## config.mk

```make
export PLATFORM = sky130hd
export DESIGN_NAME = exu_top
export DESIGN_NICKNAME = d
export VERILOG_FILES = /design/src/source/exu_pipe_pkg.sv /design/src/source/rv_isa_pkg.sv /design/src/source/exu_if.sv /design/src/source/exu_top.sv /design/src/source/exu_output_stage.sv /design/src/source/redirect_unit.sv /design/src/source/alu.sv /design/src/source/operand_bypass.sv
export SDC_FILE = /design/constraint.sdc
export NUM_CORES = 2
export LEC_CHECK = 0
export BUFFER_PORTS_ARGS = -buffer_cell sky130_fd_sc_hd__buf_2
export CORE_AREA = 2 2 339 341
export DETAILED_ROUTE_END_ITERATION = 10
export DIE_AREA = 0 0 341 343
export GPL_TIMING_DRIVEN = 0
export PLACE_DENSITY_LB_ADDON = 0.05
export SLEW_MARGIN = 10
export SYNTH_ARGS = -nofsm -noshare
export SYNTH_HDL_FRONTEND = slang
export SYNTH_SLANG_ARGS = --single-unit
```

## constraint.sdc

```tcl
create_clock -name clk -period 8.4 [get_ports clk]
set_clock_uncertainty 0.05 [all_clocks]
set_input_delay 0.84 -clock clk [delete_from_list [all_inputs] [get_ports clk]]
set_output_delay 0.84 -clock clk [all_outputs]
set_load 0.1 [all_outputs]
```

## src/source/exu_pipe_pkg.sv

```systemverilog
`default_nettype none

package exu_pipe_pkg;

    // Recent register writes kept for forwarding with entry 0 as the newest
    localparam int BYPASS_DEPTH = 4;

    localparam int PC_STEP = 4;  // No compressed instructions

endpackage

`default_nettype wire

```

## src/source/rv_isa_pkg.sv

```systemverilog
`default_nettype none

package rv_isa_pkg;

    localparam int XLEN  = 32;
    localparam int REG_W = 4;  // RV32E has sixteen registers

    localparam int ALU_OP_W = 4;

    localparam logic [ALU_OP_W-1:0] ALU_ADD   = 4'd0;
    localparam logic [ALU_OP_W-1:0] ALU_SUB   = 4'd1;
    localparam logic [ALU_OP_W-1:0] ALU_SLL   = 4'd2;
    localparam logic [ALU_OP_W-1:0] ALU_SLT   = 4'd3;
    localparam logic [ALU_OP_W-1:0] ALU_SLTU  = 4'd4;
    localparam logic [ALU_OP_W-1:0] ALU_XOR   = 4'd5;
    localparam logic [ALU_OP_W-1:0] ALU_SRL   = 4'd6;
    localparam logic [ALU_OP_W-1:0] ALU_SRA   = 4'd7;
    localparam logic [ALU_OP_W-1:0] ALU_OR    = 4'd8;
    localparam logic [ALU_OP_W-1:0] ALU_AND   = 4'd9;
    localparam logic [ALU_OP_W-1:0] ALU_PASS2 = 4'd10;  // Operand 2 straight through for lui

    localparam int BR_W = 4;  // Nine conditions do not fit in three bits

    localparam logic [BR_W-1:0] BR_NONE = 4'd0;
    localparam logic [BR_W-1:0] BR_EQ   = 4'd1;
    localparam logic [BR_W-1:0] BR_NE   = 4'd2;
    localparam logic [BR_W-1:0] BR_LT   = 4'd3;
    localparam logic [BR_W-1:0] BR_GE   = 4'd4;
    localparam logic [BR_W-1:0] BR_LTU  = 4'd5;
    localparam logic [BR_W-1:0] BR_GEU  = 4'd6;
    localparam logic [BR_W-1:0] BR_JAL  = 4'd7;
    localparam logic [BR_W-1:0] BR_JALR = 4'd8;

    localparam int CSR_W = 2;

    localparam logic [CSR_W-1:0] CSR_NONE = 2'd0;
    localparam logic [CSR_W-1:0] CSR_RW   = 2'd1;
    localparam logic [CSR_W-1:0] CSR_RS   = 2'd2;

endpackage

`default_nettype wire
```

## src/source/exu_if.sv

```systemverilog
`timescale 1ns/1ps
`default_nettype none

interface operand_if;
    import rv_isa_pkg::*;

    logic [XLEN-1:0]  src1;      // Operands after forwarding
    logic [XLEN-1:0]  src2;
    logic [REG_W-1:0] rs1;
    logic [REG_W-1:0] rs2;
    logic [XLEN-1:0]  src1_reg;  // Register file values read by decode
    logic [XLEN-1:0]  src2_reg;

    modport bypass (
        output src1,
        output src2,
        input  rs1,
        input  rs2,
        input  src1_reg,
        input  src2_reg
    );

    modport alu (
        input src1,
        input src2
    );

    modport redirect (
        input src1,
        input src2
    );
endinterface

interface result_if;
    import rv_isa_pkg::*;

    logic             wr_en;
    logic [REG_W-1:0] wr_rd;
    logic [XLEN-1:0]  wr_data;
    logic             wr_is_load;

    modport output_stage (
        output wr_en,
        output wr_rd,
        output wr_data,
        output wr_is_load
    );

    modport bypass (
        input wr_en,
        input wr_rd,
        input wr_data,
        input wr_is_load
    );
endinterface

`default_nettype wire

```

## src/source/exu_top.sv

```systemverilog
`timescale 1ns/1ps
`default_nettype none

module exu_top (
    input  logic                          clk,
    input  logic                          rst,
    input  logic                          idu_valid,
    output logic                          exu_ready,
    input  logic                          lsu_ready,
    output logic                          exu_valid,
    input  logic [rv_isa_pkg::XLEN-1:0]   pc,
    input  logic [rv_isa_pkg::XLEN-1:0]   imm,
    input  logic [rv_isa_pkg::REG_W-1:0]  rd,
    input  logic [rv_isa_pkg::REG_W-1:0]  rs1,
    input  logic [rv_isa_pkg::REG_W-1:0]  rs2,
    input  logic [rv_isa_pkg::XLEN-1:0]   src1_reg,
    input  logic [rv_isa_pkg::XLEN-1:0]   src2_reg,
    input  logic                          gpr_we,
    input  logic [rv_isa_pkg::ALU_OP_W-1:0] alu_op,
    input  logic                          src1_is_pc,
    input  logic                          src2_is_imm,
    input  logic [rv_isa_pkg::BR_W-1:0]   br_cond,
    input  logic                          is_load,
    input  logic                          is_store,
    input  logic                          ecall,
    input  logic                          mret,
    input  logic [rv_isa_pkg::CSR_W-1:0]  csr_op,
    input  logic [rv_isa_pkg::XLEN-1:0]   csr_data,
    input  logic                          load_done,
    input  logic [rv_isa_pkg::XLEN-1:0]   load_data,
    input  logic                          pc_update,
    output logic                          redirect_valid,
    output logic [rv_isa_pkg::XLEN-1:0]   redirect_pc,
    output logic [rv_isa_pkg::XLEN-1:0]   out_pc,
    output logic [rv_isa_pkg::REG_W-1:0]  out_rd,
    output logic                          out_gpr_we,
    output logic                          out_is_load,
    output logic                          out_is_store,
    output logic [rv_isa_pkg::XLEN-1:0]   out_result,
    output logic [rv_isa_pkg::XLEN-1:0]   out_store_data,
    output logic [rv_isa_pkg::XLEN-1:0]   out_csr_wdata
);
    logic accept;
    logic load_wait;
    logic [rv_isa_pkg::XLEN-1:0] alu_result;

    operand_if ops ();
    result_if  wr_bus ();

    assign ops.rs1      = rs1;
    assign ops.rs2      = rs2;
    assign ops.src1_reg = src1_reg;
    assign ops.src2_reg = src2_reg;

    operand_bypass operand_bypass_i (
        .clk       (clk),
        .rst       (rst),
        .load_done (load_done),
        .load_data (load_data),
        .ops       (ops.bypass),
        .wr        (wr_bus.bypass),
        .load_wait (load_wait)
    );

    alu alu_i (
        .op          (alu_op),
        .pc          (pc),
        .imm         (imm),
        .src1_is_pc  (src1_is_pc),
        .src2_is_imm (src2_is_imm),
        .ops         (ops.alu),
        .result      (alu_result)
    );

    redirect_unit redirect_unit_i (
        .clk            (clk),
        .rst            (rst),
        .accept         (accept),
        .pc             (pc),
        .imm            (imm),
        .br_cond        (br_cond),
        .ecall          (ecall),
        .mret           (mret),
        .csr_data       (csr_data),
        .pc_update      (pc_update),
        .ops            (ops.redirect),
        .redirect_valid (redirect_valid),
        .redirect_pc    (redirect_pc)
    );

    exu_output_stage exu_output_stage_i (
        .clk            (clk),
        .rst            (rst),
        .idu_valid      (idu_valid),
        .lsu_ready      (lsu_ready),
        .load_wait      (load_wait),
        .redirect_valid (redirect_valid),
        .pc             (pc),
        .rd             (rd),
        .gpr_we         (gpr_we),
        .is_load        (is_load),
        .is_store       (is_store),
        .br_cond        (br_cond),
        .csr_op         (csr_op),
        .csr_data       (csr_data),
        .alu_result     (alu_result),
        .ops            (ops.redirect),
        .wr             (wr_bus.output_stage),
        .exu_ready      (exu_ready),
        .accept         (accept),
        .exu_valid      (exu_valid),
        .out_pc         (out_pc),
        .out_rd         (out_rd),
        .out_gpr_we     (out_gpr_we),
        .out_is_load    (out_is_load),
        .out_is_store   (out_is_store),
        .out_result     (out_result),
        .out_store_data (out_store_data),
        .out_csr_wdata  (out_csr_wdata)
    );

endmodule

`default_nettype wire

```

## src/source/exu_output_stage.sv

```systemverilog
`timescale 1ns/1ps
`default_nettype none

module exu_output_stage (
    input  logic                         clk,
    input  logic                         rst,
    input  logic                         idu_valid,
    input  logic                         lsu_ready,
    input  logic                         load_wait,
    input  logic                         redirect_valid,
    input  logic [rv_isa_pkg::XLEN-1:0]  pc,
    input  logic [rv_isa_pkg::REG_W-1:0] rd,
    input  logic                         gpr_we,
    input  logic                         is_load,
    input  logic                         is_store,
    input  logic [rv_isa_pkg::BR_W-1:0]  br_cond,
    input  logic [rv_isa_pkg::CSR_W-1:0] csr_op,
    input  logic [rv_isa_pkg::XLEN-1:0]  csr_data,
    input  logic [rv_isa_pkg::XLEN-1:0]  alu_result,
    operand_if.redirect                  ops,
    result_if.output_stage               wr,
    output logic                         exu_ready,
    output logic                         accept,
    output logic                         exu_valid,
    output logic [rv_isa_pkg::XLEN-1:0]  out_pc,
    output logic [rv_isa_pkg::REG_W-1:0] out_rd,
    output logic                         out_gpr_we,
    output logic                         out_is_load,
    output logic                         out_is_store,
    output logic [rv_isa_pkg::XLEN-1:0]  out_result,
    output logic [rv_isa_pkg::XLEN-1:0]  out_store_data,
    output logic [rv_isa_pkg::XLEN-1:0]  out_csr_wdata
);
    import rv_isa_pkg::*;
    import exu_pipe_pkg::*;

    logic            fire;
    logic            is_jump;
    logic            is_csr;
    logic [XLEN-1:0] result;
    logic [XLEN-1:0] csr_wdata;

    assign exu_ready = lsu_ready && !load_wait;
    assign accept    = idu_valid && exu_ready;
    assign fire      = accept && !redirect_valid;  // Wrong-path instructions die here
    assign is_jump   = (br_cond == BR_JAL) || (br_cond == BR_JALR);
    assign is_csr    = (csr_op != CSR_NONE);

    // For loads and stores the ALU result is the address
    always_comb begin
        if (is_jump) begin
            result = pc + XLEN'(PC_STEP);
        end else if (is_csr) begin
            result = csr_data;
        end else begin
            result = alu_result;
        end
    end

    always_comb begin
        case (csr_op)
            CSR_RW:  csr_wdata = ops.src1;
            CSR_RS:  csr_wdata = ops.src1 | csr_data;
            default: csr_wdata = '0;
        endcase
    end

    assign wr.wr_en      = fire && gpr_we;
    assign wr.wr_rd      = rd;
    assign wr.wr_data    = is_load ? '0 : result;  // Real value arrives with load_done
    assign wr.wr_is_load = is_load;

    always_ff @(posedge clk or posedge rst) begin
        if (rst) begin
            exu_valid    <= 1'b0;
            out_gpr_we   <= 1'b0;
            out_is_load  <= 1'b0;
            out_is_store <= 1'b0;
        end else begin
            exu_valid <= fire;
            if (fire) begin
                out_gpr_we   <= gpr_we;
                out_is_load  <= is_load;
                out_is_store <= is_store;
            end
        end
    end

    always_ff @(posedge clk) begin
        if (fire) begin
            out_pc         <= pc;
            out_rd         <= rd;
            out_result     <= result;
            out_store_data <= ops.src2;
            out_csr_wdata  <= csr_wdata;
        end
    end

endmodule

`default_nettype wire

```

## src/source/redirect_unit.sv

```systemverilog
`timescale 1ns/1ps
`default_nettype none

module redirect_unit (
    input  logic                        clk,
    input  logic                        rst,
    input  logic                        accept,
    input  logic [rv_isa_pkg::XLEN-1:0] pc,
    input  logic [rv_isa_pkg::XLEN-1:0] imm,
    input  logic [rv_isa_pkg::BR_W-1:0] br_cond,
    input  logic                        ecall,
    input  logic                        mret,
    input  logic [rv_isa_pkg::XLEN-1:0] csr_data,
    input  logic                        pc_update,
    operand_if.redirect                 ops,
    output logic                        redirect_valid,
    output logic [rv_isa_pkg::XLEN-1:0] redirect_pc
);
    import rv_isa_pkg::*;
    import exu_pipe_pkg::*;

    logic            cond_met;
    logic            taken;
    logic [XLEN-1:0] jalr_sum;
    logic [XLEN-1:0] target;
    logic [XLEN-1:0] seq_pc;

    assign seq_pc   = pc + XLEN'(PC_STEP);
    assign jalr_sum = ops.src1 + imm;

    always_comb begin
        case (br_cond)
            BR_EQ:   cond_met = (ops.src1 == ops.src2);
            BR_NE:   cond_met = (ops.src1 != ops.src2);
            BR_LT:   cond_met = ($signed(ops.src1) < $signed(ops.src2));
            BR_GE:   cond_met = ($signed(ops.src1) >= $signed(ops.src2));
            BR_LTU:  cond_met = (ops.src1 < ops.src2);
            BR_GEU:  cond_met = (ops.src1 >= ops.src2);
            BR_JAL:  cond_met = 1'b1;
            BR_JALR: cond_met = 1'b1;
            BR_NONE: cond_met = 1'b0;
            default: cond_met = 1'b0;
        endcase
    end

    assign taken = cond_met || ecall || mret;

    always_comb begin
        if (ecall || mret) begin
            target = csr_data;                     // mtvec or mepc as read by decode
        end else if (br_cond == BR_JALR) begin
            target = {jalr_sum[XLEN-1:1], 1'b0};
        end else begin
            target = pc + imm;
        end
    end

    // A held redirect blocks new ones until fetch confirms with pc_update
    always_ff @(posedge clk or posedge rst) begin
        if (rst) begin
            redirect_valid <= 1'b0;
            redirect_pc    <= '0;
        end else if (redirect_valid) begin
            if (pc_update) begin
                redirect_valid <= 1'b0;
                redirect_pc    <= '0;
            end
        end else if (accept && taken && (target != seq_pc)) begin
            redirect_valid <= 1'b1;
            redirect_pc    <= target;
        end
    end

endmodule

`default_nettype wire

```

## src/source/alu.sv

```systemverilog
`timescale 1ns/1ps
`default_nettype none

module alu (
    input  logic [rv_isa_pkg::ALU_OP_W-1:0] op,
    input  logic [rv_isa_pkg::XLEN-1:0]     pc,
    input  logic [rv_isa_pkg::XLEN-1:0]     imm,
    input  logic                            src1_is_pc,
    input  logic                            src2_is_imm,
    operand_if.alu                          ops,
    output logic [rv_isa_pkg::XLEN-1:0]     result
);
    import rv_isa_pkg::*;

    logic [XLEN-1:0] a;
    logic [XLEN-1:0] b;
    logic [4:0]      shamt;

    assign a     = src1_is_pc ? pc : ops.src1;    // auipc and jal add to the pc
    assign b     = src2_is_imm ? imm : ops.src2;
    assign shamt = b[4:0];

    always_comb begin
        case (op)
            ALU_ADD: begin
                result = a + b;
            end
            ALU_SUB: begin
                result = a - b;
            end
            ALU_SLL: begin
                result = a << shamt;
            end
            ALU_SLT: begin
                result = {{(XLEN-1){1'b0}}, $signed(a) < $signed(b)};
            end
            ALU_SLTU: begin
                result = {{(XLEN-1){1'b0}}, a < b};
            end
            ALU_XOR: begin
                result = a ^ b;
            end
            ALU_SRL: begin
                result = a >> shamt;
            end
            ALU_SRA: begin
                result = $unsigned($signed(a) >>> shamt);
            end
            ALU_OR: begin
                result = a | b;
            end
            ALU_AND: begin
                result = a & b;
            end
            ALU_PASS2: begin
                result = b;
            end
            default: begin
                result = '0;
            end
        endcase
    end

endmodule

`default_nettype wire

```

## src/source/operand_bypass.sv

```systemverilog
`timescale 1ns/1ps
`default_nettype none

module operand_bypass (
    input  logic                        clk,
    input  logic                        rst,
    input  logic                        load_done,
    input  logic [rv_isa_pkg::XLEN-1:0] load_data,
    operand_if.bypass                   ops,
    result_if.bypass                    wr,
    output logic                        load_wait
);
    import rv_isa_pkg::*;
    import exu_pipe_pkg::*;

    logic [REG_W-1:0] hist_rd   [BYPASS_DEPTH];
    logic [XLEN-1:0]  hist_data [BYPASS_DEPTH];
    logic             hist_load [BYPASS_DEPTH];

    logic [XLEN-1:0]  done_data [BYPASS_DEPTH];
    logic             done_load [BYPASS_DEPTH];
    logic             wait1;
    logic             wait2;

    // Every pending load takes the returned word before the shift
    always_comb begin
        for (int i = 0; i < BYPASS_DEPTH; i++) begin
            done_data[i] = (load_done && hist_load[i]) ? load_data : hist_data[i];
            done_load[i] = hist_load[i] && !load_done;
        end
    end

    always_ff @(posedge clk or posedge rst) begin
        if (rst) begin
            for (int i = 0; i < BYPASS_DEPTH; i++) begin
                hist_rd[i]   <= '0;
                hist_load[i] <= 1'b0;
            end
        end else if (wr.wr_en) begin
            hist_rd[0]   <= wr.wr_rd;
            hist_load[0] <= wr.wr_is_load;
            for (int i = 1; i < BYPASS_DEPTH; i++) begin
                hist_rd[i]   <= hist_rd[i-1];
                hist_load[i] <= done_load[i-1];
            end
        end else begin
            for (int i = 0; i < BYPASS_DEPTH; i++) begin
                hist_load[i] <= done_load[i];
            end
        end
    end

    always_ff @(posedge clk) begin
        if (wr.wr_en) begin
            hist_data[0] <= wr.wr_data;
            for (int i = 1; i < BYPASS_DEPTH; i++) begin
                hist_data[i] <= done_data[i-1];
            end
        end else begin
            for (int i = 0; i < BYPASS_DEPTH; i++) begin
                hist_data[i] <= done_data[i];
            end
        end
    end

    // Walk from oldest to newest so the newest match wins
    always_comb begin
        ops.src1 = ops.src1_reg;
        ops.src2 = ops.src2_reg;
        wait1    = 1'b0;
        wait2    = 1'b0;
        for (int i = BYPASS_DEPTH - 1; i >= 0; i--) begin
            if ((hist_rd[i] == ops.rs1) && (ops.rs1 != '0)) begin
                ops.src1 = hist_data[i];
                wait1    = hist_load[i];
            end
            if ((hist_rd[i] == ops.rs2) && (ops.rs2 != '0)) begin
                ops.src2 = hist_data[i];
                wait2    = hist_load[i];
            end
        end
    end

    assign load_wait = wait1 || wait2;

endmodule

`default_nettype wire

```

* Word-level counts from Yosys, hierarchy flattened
Memories as Yosys holds them, arrays and structs flattened.
Index checks and enable logic that the tools add are counted.
** Cells by class
- Order comparisons :: 6
- Reduce and logical (&&, ||, !) cells :: 37
- Bitwise gates (word level) :: 8
- Add/sub/neg operators :: 5
- Muxes and demuxes :: 44
- Shift operators :: 3
- Eq/ne operators :: 32
** Operator list (number)
- 32-bit 2-to-1 mux :: 26
- 32-bit case mux with 11 select lines :: 1
- 32-bit < comparator :: 4
- 32-bit adder :: 3
- 32-bit >= comparator :: 2
- 32-bit inequality test :: 2
- 32-bit OR :: 2
- 32-bit case mux with 2 select lines :: 1
- 32-bit by 3-bit adder with 32-bit output (second input constant) :: 1
- 32-bit bitwise AND :: 1
- 32-bit == test :: 1
- 4-bit by 3-bit == test with 1-bit output (second input constant) :: 8
- 4-bit == test :: 8
- 32-bit by 5-bit left shift with 32-bit output :: 1
- 32-bit by 5-bit >> shifter with 32-bit output :: 1
- 32-bit by 5-bit >>> shifter with 32-bit output :: 1
- 32-bit subtractor :: 1
- 32-bit bitwise XOR :: 1
- 1-bit logical AND :: 22
- 4-bit by 2-bit == test with 1-bit output (second input constant) :: 4
- 4-bit == test (second input constant) :: 4
- 1-bit 2-to-1 mux :: 14
- 4-bit by 1-bit == test with 1-bit output (second input constant) :: 2
- 4-bit nonzero test :: 2
- other kinds (12) :: 22
** Storage, ports and cells
- Register bits after elaboration :: 189
- Output and inout bits :: 170
- Memories kept :: 1
- Logic and storage cells :: 155
- Memory bits (writable) :: 128
** Memories
- operand_bypass_i.hist_data :: words 4, width 32, read ports 4, clocked after memory_dff 0, write ports 4, RTL line operand_bypass.sv:17 : logic [XLEN-1:0] hist_data [BYPASS_DEPTH];

* Depth between registers and ports, before layout
- Word-level depth :: 15
- Gate-level depth with buffers :: 32
- Gate-level depth less buffers :: 26

* Cells and area by module
Synthesis repeated with hierarchy kept, for this count alone.
** Second synthesis, totals
- Cell total of the unflattened synthesis :: 4051
- Area total of the unflattened synthesis :: 33916.3 um2
** By module, submodules not included
- alu :: cells an instance 1490, instances 1, sequential area each 0.0 um2, area each 10103.4 um2
- operand_bypass :: cells an instance 1010, instances 1, sequential area each 3383.2 um2, area each 9638.0 um2
- redirect_unit :: cells an instance 1073, instances 1, sequential area each 825.8 um2, area each 7915.1 um2
- exu_output_stage :: cells an instance 478, instances 1, sequential area each 4063.9 um2, area each 6259.8 um2

* Least setup slack after synthesis
OpenSTA, ideal clock, no wires.
- Path kind :: input port to flip-flop
- From :: input port rs1[2] in the netlist's numbering
- To :: memory operand_bypass_i.hist_data[3][0], enable pin
- Arrival :: 8863 ps
- Cell stages on the path :: 14
- Slack :: -902 ps
- Required time :: 7961 ps
- Cell sequence :: buf_2 -> xor2_1 -> or3_1 -> nor2_2 -> clkbuf_1 -> clkbuf_1 -> o311ai_0 -> a21oi_1 -> nand3b_1 -> inv_1 -> nand2_1 -> clkbuf_1 -> clkbuf_1 -> nand2_1
** RTL lines
- from (decl) :: RTL line exu_top.sv:14 : input logic [rv_isa_pkg::REG_W-1:0] rs1,
- to (decl) :: RTL line operand_bypass.sv:17

==> metrics.log <==
INFO  metric drt-pass1-iter-count = 8
INFO  metric vdd_drop_max = 156 uV
INFO  metric setup_slack = 0.0473 ns
INFO  metric final-hold-violation-count = 0
INFO  metric rsz0062_at_grt = yes
INFO  metric fp.dieW = 341 um
INFO  metric ys_types = 106
INFO  metric critPathLaunchType = input pin
INFO  metric design_area = 40,000 um^2
INFO  metric clock_tree.buffer_depth = 3
INFO  metric clock-sinks = 317
INFO  metric grt_first_pass_wirelength = 326,000 um
INFO  metric routed_wl = 246,000 um
INFO  metric number_of_nets_in_the_layout = 5,339
INFO  metric critical_path_required = 8.88 ns
INFO  metric layout_worst_path_cycle_share = 99.4%
INFO  metric drv.max_cap_violation_count = 1
INFO  metric cts_htree_levels = 2
INFO  metric first_global_vias = 38,302
INFO  metric post_drt_via_cell_ratio = 6.35
INFO  metric setup_violations = 0
INFO  metric path_buf_inv = 5
INFO  metric critPathCaptureType = register
INFO  metric standard_cell_area_after_detailed_placement = 38,000 um^2
INFO  metric port-buffer-count = 382
INFO  metric drcViolationCount = 0
INFO  metric yosys_register_bits = 317
INFO  metric synth_seq_area_share = 24.5%
INFO  metric power_per_standard_cell_area = 407 nW/um^2
INFO  metric outcome = finished with violations
INFO  metric clk_pin_slew_worst_paths = 0.06 ns
INFO  metric post_synth.cell_area_avg = 7.57 um^2
INFO  metric cts_root_buf = clkbuf_16
INFO  metric routed-via-count = 41,025
INFO  metric critical_path.top_delay_family = compound AO/OA/AOI/OAI gates
INFO  metric synthesis.instances = 4,456
INFO  metric initial_antenna_violation_count = 35
INFO  metric fin_tns_setup = 0 ns
INFO  metric fp.dieArea = 117,000 um^2
INFO  metric fp-row-count = 124
INFO  metric worst_slew_margin_rel = 0.636%
INFO  metric tightest_slew = 1.48 ns
INFO  metric globalRouteOverflowTotal = 0
INFO  metric numCtsBuffers = 43
INFO  metric insertion_delay = 0.64 ns
INFO  metric clock_tree_from_tritoncts = done
INFO  metric ys_async_sr_fraction = 18.0%
INFO  metric final_util = 35.3%
INFO  metric worst-setup-path-type = input pin to register
INFO  metric grt_util_all_layers = 40.2%
INFO  metric maxSlewViolCount = 0
INFO  metric synth_top_flop_cell = edfxtp_1
INFO  metric cp_data_arrival_time = 8.83 ns
INFO  metric die_height = 343 um
INFO  metric post_synthesis_instance_area = 33,700 um^2
INFO  metric drtIter0Drc = 5,390
INFO  metric synth-edff-count = 164
INFO  metric worstPathMaxFanout = 10
INFO  metric floorplan.initialDensity = 29.7%
INFO  metric worst_reg2reg_setup_slack = 0.06 ns
INFO  metric detail-route-antenna-nets = 0
INFO  metric place_worst_setup_slack = -2.70 ns
INFO  metric post-dp-hpwl = 204,000 um
INFO  metric synth.net_count = 4,894
INFO  metric drt-wirelength-per-cell = 38.0 um
INFO  metric violations = capacitance limit
INFO  metric drive_gt1_share = 15.2%
INFO  metric worst_path_largest_cell_delay = 0.66 ns
INFO  metric core-area = 113,000 um^2
INFO  metric area.growth.synth_to_final = 18.6%
INFO  metric max_freq = 120 MHz
INFO  metric final.min_clock_period = 8.35 ns
INFO  metric gpl.final_weighted_congestion = 1.05
INFO  metric io_pins = 397
INFO  metric ys_warn_count = 0
INFO  metric worst_hold_path_type = input pin to async pin
INFO  metric crit_path_top_delay_cell = clkbuf_1
INFO  metric grt_max_degree = 46
INFO  metric power = 16.3 mW
INFO  metric static-leakage-power = 16.4 nW
## synth_stat cells, types with 61 or more instances
master	n	area, um^2
o22ai_1	99	619
edfxtp_1	164	4920
inv_1	157	589
mux2i_1	205	2050
nand2_1	426	1600
nor2_1	534	2000
nand3_1	159	796
nor3_1	127	636
a21o_1	97	728
xnor2_1	75	657
a311oi_1	61	534
clkbuf_1	246	923
a21oi_1	393	1970
ha_1	208	2600
dfxtp_1	96	1920
o21ai_0	264	1320
## area by class of cell
cell class / instances / area [um^2]
repair buffers: 411 / 2280
clock buffers: 55 / 1120
clock inverters: 24 / 245
fillers: 12398 / 73400
diodes: 11 / 27.5
flip-flops and latches: 317 / 8270
inverters: 162 / 614
multi-input cells: 3656 / 24300
well taps: 1512 / 1890
plain buffers: 310 / 1280
## cells in the final DEF, fill, tap and decap left out, types with 96 or more instances in the layout
master	instances
ha_1	207
mux2i_1	199
clkbuf_1	226
nor3_1	124
o21ai_0	237
inv_1	155
nor2_1	533
nand2_1	424
o22ai_1	99
edfxtp_1	164
a21o_1	97
a21oi_1	367
buf_2	414
dfxtp_1	96
nand3_1	159
## kinds of logic (layout without fill, tap and decap cells)
group           Yosys count  count (layout)  share of synthesized area (%)
flops                   317             317                           24.5
compound gates         1480            1480                           29.2
xor+xnor                127             127                           3.30
other cells               0              11                              0
simple gates           1580            1580                           21.6
fa+ha+maj               211             211                           7.89
buf+inv                 483             962                           5.50
mux                     258             258                           7.91
## state kept, by name (all words and copies together) (netlist names), 4 cells and up
signal and count:
exu_output_stage_i.out_rd 4, exu_output_stage_i.out_result 32, exu_output_stage_i.out_pc 32, exu_output_stage_i.out_store_data 32
operand_bypass_i.hist_load 4, operand_bypass_i.hist_data 128, redirect_unit_i.redirect_pc 32, operand_bypass_i.hist_rd 16
exu_output_stage_i.out_csr_wdata 32
## layer usage
metal / vias up / wire length [um] / GRT usage (%)
li1: 17541 / - / -
met1: 20187 / 94400 / 48.6
met2: 2549 / 107000 / 63.1
met3: 728 / 23800 / 10.0
met4: 20 / 20300 / 27.5
met5: - / 135 / 0
## path summary, 6_finish.rpt
| path | startpoint | to | depth (start not counted) |
|---|---|---|---|
| max | rs2[2] | operand_bypass_i.hist_data[0][24]$_DFF_P_ | 25 |
| min | rst | operand_bypass_i.hist_rd[4]$_DFFE_PP0P_ | 2 |
| max reg2reg | operand_bypass_i.hist_rd[14]$_DFFE_PP0P_ | operand_bypass_i.hist_data[0][24]$_DFF_P_ | 24 |
| min reg2reg | exu_output_stage_i.out_is_store$_DFFE_PP0P_ | exu_output_stage_i.out_is_store$_DFFE_PP0P_ | 2 |
| max in group asynchronous | rst | redirect_unit_i.redirect_pc[23]$_DFFE_PP0P_ | 3 |
| min in group clk | is_store | exu_output_stage_i.out_is_store$_DFFE_PP0P_ | 3 |
## per-stage QoR
step / hold WS, ns / cells
after global routing: 0.0964 / 6449
after detailed placement: 0.410 / 6377
after floorplan: 0.443 / 4456
after CTS: 0.0751 / 6450
final: 0.0903 / 6458
after global placement: 0.405 / 6350
## power by group
part           internal, mW  switching [mW]  leakage (nW)
Combinational          3.08            8.64          12.7
Clock                  1.07           0.825         0.669
Sequential             2.14           0.523          3.07
## worst register-to-register path: stages (launching register included)
cell,delay [ns]
dfrtp_1,0.43
or2_2,0.31
o21ai_0,0.34
and4_1,0.33
clkbuf_1,0.66
clkbuf_1,0.50
buf_2,0.44
nor2_1,0.13
a21oi_2,0.23
nor2_1,0.11
a21oi_4,0.33
inv_1,0.10
ha_1,0.41
or2_2,0.32
a21o_1,0.22
and4_1,0.26
a211oi_2,0.37
o31a_1,0.26
o21ai_0,0.19
a221o_1,0.40
a221oi_2,0.43
o21ai_0,0.29
nor4_2,0.49
a221oi_1,0.31
a31o_2,0.36
## timing repair
item / CTS / global route
cloned: 0 / 0
pin swaps: 2 / 2
hold buffers: 0 / 0
buffers inserted: 0 / 2
endpoints found under the setup margin: 86 / 67
gates resized for setup: 116 / 50
Note: power is estimated with default switching activity, not from simulation.
